<file path="src/hdl/conv_settings.svh">
`ifndef CONV_SETTINGS_SVH
`define CONV_SETTINGS_SVH

// Beat geometry
`define UNITS                2    // Pixels per beat
`define MEMBERS              4    // Weights and accumulator columns per beat

// Word widths
`define WORD_WIDTH           8    // Pixel and weight
`define WORD_WIDTH_ACC       24

// Pipeline depths, in enabled cycles
`define LATENCY_MULTIPLIER   2
`define LATENCY_ACCUMULATOR  1

// Kernel width support, K = 2*kw2 + 1
`define KW_MAX               3
`define BITS_KW2             1

`endif
</file>
<file path="src/hdl/conv_ctrl_pkg.sv">
`include "conv_settings.svh"

package conv_ctrl_pkg;

  // Half kernel width, the kernel is 2*kw2 + 1 columns wide
  typedef logic [`BITS_KW2-1:0] kw2_t;

  // Control word carried alongside every input beat
  typedef struct packed {
    kw2_t kw2;
    logic is_cin_last;  // Final channel of a column
    logic is_row_last;  // Final column of a row
  } conv_user_t;

endpackage

</file>
<file path="src/hdl/conv_data_pkg.sv">
`include "conv_settings.svh"

package conv_data_pkg;

  typedef logic signed [`WORD_WIDTH-1:0]     pixel_t;
  typedef logic signed [`WORD_WIDTH-1:0]     weight_t;
  typedef logic signed [2*`WORD_WIDTH-1:0]   product_t;
  typedef logic signed [`WORD_WIDTH_ACC-1:0] acc_t;

  // One keep bit per byte of an accumulator word
  typedef logic [`WORD_WIDTH_ACC/8-1:0] acc_keep_t;

  // Input beat, pixels are shared by all members
  typedef struct packed {
    pixel_t  [`UNITS-1:0]       pixels;
    weight_t [`MEMBERS-1:0]     weights;
    conv_ctrl_pkg::conv_user_t  user;
  } conv_in_beat_t;

  // Output beat, one word per member and unit
  typedef struct packed {
    acc_t      [`MEMBERS-1:0][`UNITS-1:0] data;
    acc_keep_t [`MEMBERS-1:0][`UNITS-1:0] keep;
    logic                                 last;  // Row ends with this result
  } conv_out_beat_t;

endpackage

</file>
<file path="src/hdl/conv_engine.sv">
`include "conv_settings.svh"

module conv_engine
  import conv_ctrl_pkg::*;
  import conv_data_pkg::*;
(
  input  logic           clk,
  input  logic           clken,
  input  logic           rst_n,
  input  logic           s_valid,
  output logic           s_ready,
  input  conv_in_beat_t  s_beat,
  output logic           m_valid,
  output conv_out_beat_t m_beat
);

  localparam int UNITS   = `UNITS;
  localparam int MEMBERS = `MEMBERS;
  localparam int KW2_MAX = `KW_MAX / 2;
  localparam int KEEP_W  = `WORD_WIDTH_ACC / 8;

  logic       clken_mul;
  logic       mux_sel, mux_sel_next;
  logic       mul_m_valid;
  logic       acc_m_valid_next, acc_m_valid;
  conv_user_t mul_m_user, acc_m_user;

  logic                          valid_mask;
  logic [MEMBERS-1:0]            keep_mask;
  logic [MEMBERS-1:0]            acc_s_valid, clken_acc;
  logic [MEMBERS-1:0]            bypass, bypass_next;
  logic [MEMBERS-1:0]            mul_start, acc_start;
  logic [KW2_MAX:0][MEMBERS-1:0] start_lut;

  product_t mul_m_data [MEMBERS][UNITS];
  acc_t     acc_s_data [MEMBERS][UNITS];
  acc_t     acc_m_data [MEMBERS][UNITS];

  for (genvar m = 0; m < MEMBERS; m++) begin : g_mul_m
    for (genvar u = 0; u < UNITS; u++) begin : g_mul_u
      multiplier mul (
        .clk   (clk),
        .clken (clken_mul),
        .a     (s_beat.pixels[u]),
        .b     (s_beat.weights[m]),
        .p     (mul_m_data[m][u])
      );
    end
  end

  // Valid and user ride along with the products
  n_delay #(
    .N     (`LATENCY_MULTIPLIER),
    .WIDTH (1 + $bits(conv_user_t))
  ) mul_ctrl (
    .clk      (clk),
    .rst_n    (rst_n),
    .clken    (clken_mul),
    .data_in  ({s_valid, s_beat.user}),
    .data_out ({mul_m_valid, mul_m_user})
  );

  // One shift cycle after a wide-kernel sequence ends
  assign mux_sel_next = !mux_sel && mul_m_valid && mul_m_user.is_cin_last
                        && (mul_m_user.kw2 != '0);

  always_ff @(posedge clk or negedge rst_n) begin
    if (!rst_n)
      mux_sel <= 1'b0;
    else if (clken)
      mux_sel <= mux_sel_next;
  end

  assign clken_mul = clken && !mux_sel;  // Input and multipliers stall on shift
  assign s_ready   = clken_mul;

  always_comb begin
    for (int k = 0; k <= KW2_MAX; k++) begin
      for (int m = 0; m < MEMBERS; m++)
        start_lut[k][m] = (m % (2*k + 1)) == 0;
    end
  end

  assign mul_start = start_lut[mul_m_user.kw2];
  assign acc_start = start_lut[acc_m_user.kw2];  // Kernel of the sequence being shifted

  for (genvar m = 0; m < MEMBERS; m++) begin : g_ctrl
    assign acc_s_valid[m] = mux_sel ? !acc_start[m] : mul_m_valid;
    assign clken_acc[m]   = clken && acc_s_valid[m];
    // Non-start members keep summing through the shift
    assign bypass_next[m] = mux_sel || (mul_m_user.is_cin_last && mul_start[m]);
  end

  always_ff @(posedge clk or negedge rst_n) begin
    if (!rst_n) begin
      bypass <= '1;
    end else begin
      for (int m = 0; m < MEMBERS; m++) begin
        if (clken_acc[m])
          bypass[m] <= bypass_next[m];
      end
    end
  end

  for (genvar m = 0; m < MEMBERS; m++) begin : g_acc_m
    for (genvar u = 0; u < UNITS; u++) begin : g_acc_u
      acc_t shift_in;

      if (m == 0) begin : g_edge
        assign shift_in = '0;  // Member 0 always starts a group
      end else begin : g_inner
        assign shift_in = acc_m_data[m-1][u];
      end

      assign acc_s_data[m][u] = mux_sel ? shift_in : acc_t'(mul_m_data[m][u]);

      accumulator acc (
        .clk    (clk),
        .rst_n  (rst_n),
        .clken  (clken_acc[m]),
        .bypass (bypass[m]),
        .b      (acc_s_data[m][u]),
        .q      (acc_m_data[m][u])
      );
    end
  end

  // Holds the user of the last summed beat through the shift
  n_delay #(
    .N     (`LATENCY_ACCUMULATOR),
    .WIDTH ($bits(conv_user_t))
  ) acc_user_dly (
    .clk      (clk),
    .rst_n    (rst_n),
    .clken    (clken_mul && mul_m_valid),
    .data_in  (mul_m_user),
    .data_out (acc_m_user)
  );

  assign acc_m_valid_next = mux_sel
                            || (mul_m_valid && mul_m_user.is_cin_last
                                && (mul_m_user.kw2 == '0));

  n_delay #(
    .N     (`LATENCY_ACCUMULATOR),
    .WIDTH (1)
  ) acc_valid_dly (
    .clk      (clk),
    .rst_n    (rst_n),
    .clken    (clken),
    .data_in  (acc_m_valid_next),
    .data_out (acc_m_valid)
  );

  pad_filter pad (
    .clk        (clk),
    .rst_n      (rst_n),
    .clken      (clken),
    .valid_in   (acc_m_valid),
    .user_in    (acc_m_user),
    .valid_mask (valid_mask),
    .keep_mask  (keep_mask)
  );

  assign m_valid = acc_m_valid && valid_mask;

  always_comb begin
    for (int m = 0; m < MEMBERS; m++) begin
      for (int u = 0; u < UNITS; u++) begin
        m_beat.data[m][u] = acc_m_data[m][u];
        m_beat.keep[m][u] = {KEEP_W{keep_mask[m]}};
      end
    end
    m_beat.last = acc_m_user.is_row_last;
  end

endmodule

</file>
<file path="src/hdl/pad_filter.sv">
`include "conv_settings.svh"

module pad_filter
  import conv_ctrl_pkg::*;
(
  input  logic                clk,
  input  logic                rst_n,
  input  logic                clken,
  input  logic                valid_in,
  input  conv_user_t          user_in,
  output logic                valid_mask,
  output logic [`MEMBERS-1:0] keep_mask
);

  localparam int MEMBERS = `MEMBERS;
  localparam int KW2_MAX = `KW_MAX / 2;

  kw2_t                          col_count;  // Results so far in this row
  logic [KW2_MAX:0][MEMBERS-1:0] keep_lut;

  // Saturates once past the padded columns
  always_ff @(posedge clk or negedge rst_n) begin
    if (!rst_n) begin
      col_count <= '0;
    end else if (clken && valid_in) begin
      if (user_in.is_row_last)
        col_count <= '0;
      else if (col_count != '1)
        col_count <= col_count + 1'b1;
    end
  end

  // Last member of each kernel group holds the finished sum
  always_comb begin
    for (int k = 0; k <= KW2_MAX; k++) begin
      for (int m = 0; m < MEMBERS; m++)
        keep_lut[k][m] = (m % (2*k + 1)) == 2*k;
    end
  end

  // Leading kw2 columns of a row are padding
  assign valid_mask = col_count >= user_in.kw2;
  assign keep_mask  = keep_lut[user_in.kw2];

endmodule

</file>
<file path="src/hdl/accumulator.sv">
module accumulator
  import conv_data_pkg::*;
(
  input  logic clk,
  input  logic rst_n,
  input  logic clken,
  input  logic bypass,  // Start a new sum from b
  input  acc_t b,
  output acc_t q
);

  always_ff @(posedge clk or negedge rst_n) begin
    if (!rst_n)
      q <= '0;
    else if (clken)
      q <= bypass ? b : q + b;  // Wraps at the word width
  end

endmodule

</file>
<file path="src/hdl/multiplier.sv">
`include "conv_settings.svh"

module multiplier
  import conv_data_pkg::*;
(
  input  logic     clk,
  input  logic     clken,
  input  pixel_t   a,
  input  weight_t  b,
  output product_t p
);

  localparam int LATENCY = `LATENCY_MULTIPLIER;

  product_t pipe [LATENCY];

  // Product register plus extra stages, retimed into the DSP
  always_ff @(posedge clk) begin
    if (clken) begin
      pipe[0] <= a * b;
      for (int i = 1; i < LATENCY; i++)
        pipe[i] <= pipe[i-1];
    end
  end

  assign p = pipe[LATENCY-1];

endmodule

</file>
<file path="src/hdl/n_delay.sv">
module n_delay #(
  parameter int N     = 1,
  parameter int WIDTH = 8
) (
  input  logic             clk,
  input  logic             rst_n,
  input  logic             clken,
  input  logic [WIDTH-1:0] data_in,
  output logic [WIDTH-1:0] data_out
);

  logic [WIDTH-1:0] stage [N];

  always_ff @(posedge clk or negedge rst_n) begin
    if (!rst_n) begin
      for (int i = 0; i < N; i++)
        stage[i] <= '0;
    end else if (clken) begin
      stage[0] <= data_in;
      for (int i = 1; i < N; i++)
        stage[i] <= stage[i-1];
    end
  end

  assign data_out = stage[N-1];  // Oldest stage

endmodule

</file>
<file path="config.mk">
export PLATFORM = sky130hd
export DESIGN_NAME = conv_engine
export DESIGN_NICKNAME = d
export VERILOG_FILES = /design/src/hdl/conv_ctrl_pkg.sv /design/src/hdl/conv_data_pkg.sv /design/src/hdl/conv_engine.sv /design/src/hdl/pad_filter.sv /design/src/hdl/accumulator.sv /design/src/hdl/multiplier.sv /design/src/hdl/n_delay.sv
export VERILOG_INCLUDE_DIRS = /design/src /design/src/hdl
export SDC_FILE = /design/constraint.sdc
export NUM_CORES = 2
export LEC_CHECK = 0
export ABC_AREA = 1
export BUFFER_PORTS_ARGS = -buffer_cell sky130_fd_sc_hd__buf_2
export CORE_MARGIN = 2
export CORE_UTILIZATION = 45
export DETAILED_ROUTE_END_ITERATION = 6
export GPL_ROUTABILITY_DRIVEN = 0
export RECOVER_POWER = 50
export SKIP_CTS_REPAIR_TIMING = 1
export SLEW_MARGIN = 5
export SYNTH_ARGS = -nofsm -noshare
export SYNTH_HDL_FRONTEND = slang
export SYNTH_SLANG_ARGS = --single-unit
</file>
<file path="constraint.sdc">
create_clock -name clk -period 15.3 [get_ports clk]
set_input_delay 0.765 -clock clk [delete_from_list [all_inputs] [get_ports clk]]
set_output_delay 0.765 -clock clk [all_outputs]
set_load 0.01 [all_outputs]
</file>
==> summary.txt <==
Status
  – Status: complete, but fails checks
  – Failing checks: max-capacitance violations, max-slew violations

STA
  – Worst-Margin Slew: 6.28 ns
  – Sum of negative setup slack: 0 ns
  – Final min period: 7.91 ns
  – Fmax: 0.127 GHz
  – Final worst-path setup slack: 7.39 ns
  – Setup Skew: 0.0362 ns
  – Hold WS: 0.334 ns
  – Max-slew headroom at the worst pin: -3.18
  – RSZ-0062 raised after global routing: false
  – Finish-stage setup viols: 0
  – Period utilization: 0.517
  – Final Hold Vio Count: 0
  – Slew Viols, Final: 278

Route
  – Drt via density: 5.04
  – Via count: 44,446
  – DRT iter0 DRCs: 3,487
  – DRT Pass-1 Iters: 5
  – ANT nets after route: 0
  – Drt drc: 0
  – Wire per inst: 17.1 um
  – WL final: 151,000 um

Synth
  – Top-count cell post-synth: nand2_1
  – Post-synth EDFFs: 256
  – Post-synth top area cell: fa_1
  – Synthesis Warnings: 0
  – Yosys cell types: 51
  – Synth top cells by count: 2,164 x nand2_1, 1,562 x inv_1, 518 x nor2_1, 448 x fa_1, 416 x ha_1
  – Post-synth top area share: 0.172
  – Sequential area share after synthesis: 0.247
  – Synthesized instance count: 7,149
  – Ranking of synthesized cells by area: fa_1 17%, nand2_1 16%, edfxtp_1 15%, inv_1 11%, ha_1 10%
  – Synthesized area per cell: 7.28 um2
  – #FFs+latches synth: 463
  – Main flop type after synthesis: edfxtp_1
  – Asr flop ratio synth: 0.447
  – Post-synthesis cell area: 52,000 um2

Placement
  – IO Port Bufs: 267
  – Pre-CTS WS: 9.99 ns
  – DP Wirelength: 119,000 um

Clock tree
  – Clock Tree Root: clkbuf_16
  – H-tree levels: 2
  – CTS tree: yes
  – Skew-Pair Late Insertion Delay: 0.65 ns
  – CTS sink cnt: 463
  – TritonCTS Buffers: 56
  – Reg clk slew, reported paths: 0.06 ns
  – CTS Buffer Depth: 3

Global route
  – Initial antenna violation count: 8
  – Pin count of the biggest net entering global routing: 103
  – Global-route wire length before repair: 237,000 um
  – Grt ovf: 0
  – Number of global-route vias before repair: 42,841
  – Global Route Usage Sum: 0.254

Power and ir drop
  – Sequential power share: 0.223
  – Comb pwr share: 0.655
  – Maximum vdd drop: 0.102 mV
  – Internal Power: 5480 uW
  – Switching Share: 0.518
  – Clock share of power: 0.122
  – Leak Pwr: 0.0309 uW
  – Psw: 5890 uW
  – Power Density: 203 nW/um2

Cells and area
  – Filler instances: 11,734
  – Layout net count: 8,177
  – P&R area growth vs syn: 7.62%
  – Layout cell share with drive strength beyond 1: 0.0286
  – Sequential cell area: 12,900 um2
  – Final core utilization: 0.489
  – Multi-input logic area: 32,200 um2

Floorplanning
  – Boundary Pins: 274
  – Die height: 344 um
  – Starting density of the core: 0.454
  – Row cnt: 124
  – Area of the core: 115,000 um2
  – Die ar.: 118,000 um2
  – Die X: 344 um

Critical path
  – Setup crit end kind: asynchronous set/reset pin
  – Critical Path Fanout Max: 102
  – WP data required: 15.96 ns
  – Setup crit start kind: input pin
  – Crit path DAT: 8.56 ns
  – Crit path kind: input pin to asynchronous set/reset pin

Flow run
  – Max Cap Viol: 5

Hold path
  – Hold Crit Class: input pin to register
[cells by family (layout without fill, tap and decap cells)]
group                      after synthesis  after routing  share of synthesized area
buffers and inverters                 1805           1955                      0.133
AOI/OAI and AO/OA                      714            714                     0.0755
DFF                                    463            463                      0.247
adders and majority gates              864            864                      0.272
xor gates and xnor gates               198            198                     0.0333
other                                    1              9                  0.0000721
and+or+nand+nor                       3104           3104                      0.238
[registers in the layout, summed over array words and instances (netlist names)]
register and flops:
pad.col_count 1, g_mul_m.g_mul_u.mul.pipe 256, mul_ctrl.data_out 4, g_acc_m.g_acc_u.acc.q 192
acc_valid_dly.data_out 1, acc_user_dly.data_out 2, mul_ctrl.stage 4, mux_sel 1
bypass 2
[per-stage QoR]
| step | cells | area (um2) | total power, uW |
|---|---|---|---|
| 5_1_grt | 8818 | 56000 | 12600 |
| 3_3_place_gp | 8712 | 54400 | 9890 |
| 2_1_floorplan | 7154 | 52000 | 7850 |
| 6_report | 8819 | 56000 | 11400 |
| 4_1_cts | 8816 | 56300 | 11400 |
| 3_5_place_dp | 8712 | 54400 | 9980 |
[layer usage]
| metal | wire length, um | global-route usage | part of all wire | up-vias |
|---|---|---|---|---|
| li1 | - | - | - | 21944 |
| met1 | 70200 | 0.369 | 0.47 | 21081 |
| met2 | 66500 | 0.398 | 0.44 | 1218 |
| met3 | 9760 | 0.0346 | 0.065 | 197 |
| met4 | 4240 | 0.0676 | 0.028 | 6 |
| met5 | 41 | 0 | 0.00027 | - |
[power groups by stage]
stage                     clock network (uW)  registers (uW)  logic (uW)
after global placement                     0            2540        7350
after detailed placement                   0            2540        7440
after global routing                    1460            2580        8530
after floorplan                            0            2400        5460
final                                   1380            2540        7450
after CTS                               1420            2520        7490
[final cells by class]
cell class | count | share of cell area
sequential | 463 | 0.230
inverter | 1565 | 0.105
antenna | 3 | 0.000134
multi-input combinational | 4886 | 0.576
clock buffer | 62 | 0.0260
tap | 1512 | 0.0338
timing repair buffer | 286 | 0.0216
clock inverter | 42 | 0.00762
[placed cells by master, fill, tap and decap left out, drive strengths merged, types with 2 or more instances in the layout]
| master | count |
|---|---|
| a211oi | 2 |
| a21boi | 19 |
| a21o | 9 |
| a21oi | 295 |
| a221oi | 2 |
| a22oi | 3 |
| a31o | 2 |
| a31oi | 12 |
| and2 | 11 |
| and3 | 2 |
| buf | 76 |
| bufinv | 7 |
| clkbuf | 272 |
| clkinv | 26 |
| clkinvlp | 7 |
| conb | 6 |
| dfrtp | 205 |
| dfstp | 2 |
| diode | 3 |
| edfxtp | 256 |
| fa | 448 |
| ha | 416 |
| inv | 1567 |
| nand2 | 2170 |
| nand3 | 254 |
| nand3b | 11 |
| nand4 | 64 |
| nor2 | 519 |
| nor3 | 39 |
| nor4 | 2 |
| o211ai | 26 |
| o21a | 2 |
| o21ai | 273 |
| o21bai | 50 |
| o22ai | 12 |
| o31ai | 5 |
| or2 | 31 |
| xnor2 | 86 |
| xor2 | 112 |
[final timing paths]
kind	start	to	slack [ns]	cells after the start
worst max-delay path	rst_n	g_acc_m[0].g_acc_u[1].acc.q[7]	7.39	3
worst max register to register	mux_sel	g_acc_m[1].g_acc_u[1].acc.q[1]	8.12	9
min in group asynchronous	rst_n	g_acc_m[3].g_acc_u[0].acc.q[14]	2.47	1
worst min register to register	g_mul_m[0].g_mul_u[0].mul.pipe[0][0]	g_mul_m[0].g_mul_u[0].mul.pipe[0][16]	0.39	0
max in group clk	mux_sel	g_acc_m[1].g_acc_u[1].acc.q[1]	8.12	9
worst min-delay path	s_valid	mul_ctrl.stage[7]	0.33	3
[critical path: stages]
cell and delay, ns:
clkbuf_1 4.30, clkbuf_1 2.40, buf_4 0.88
No activity file was read; power rests on OpenSTA's default activity.
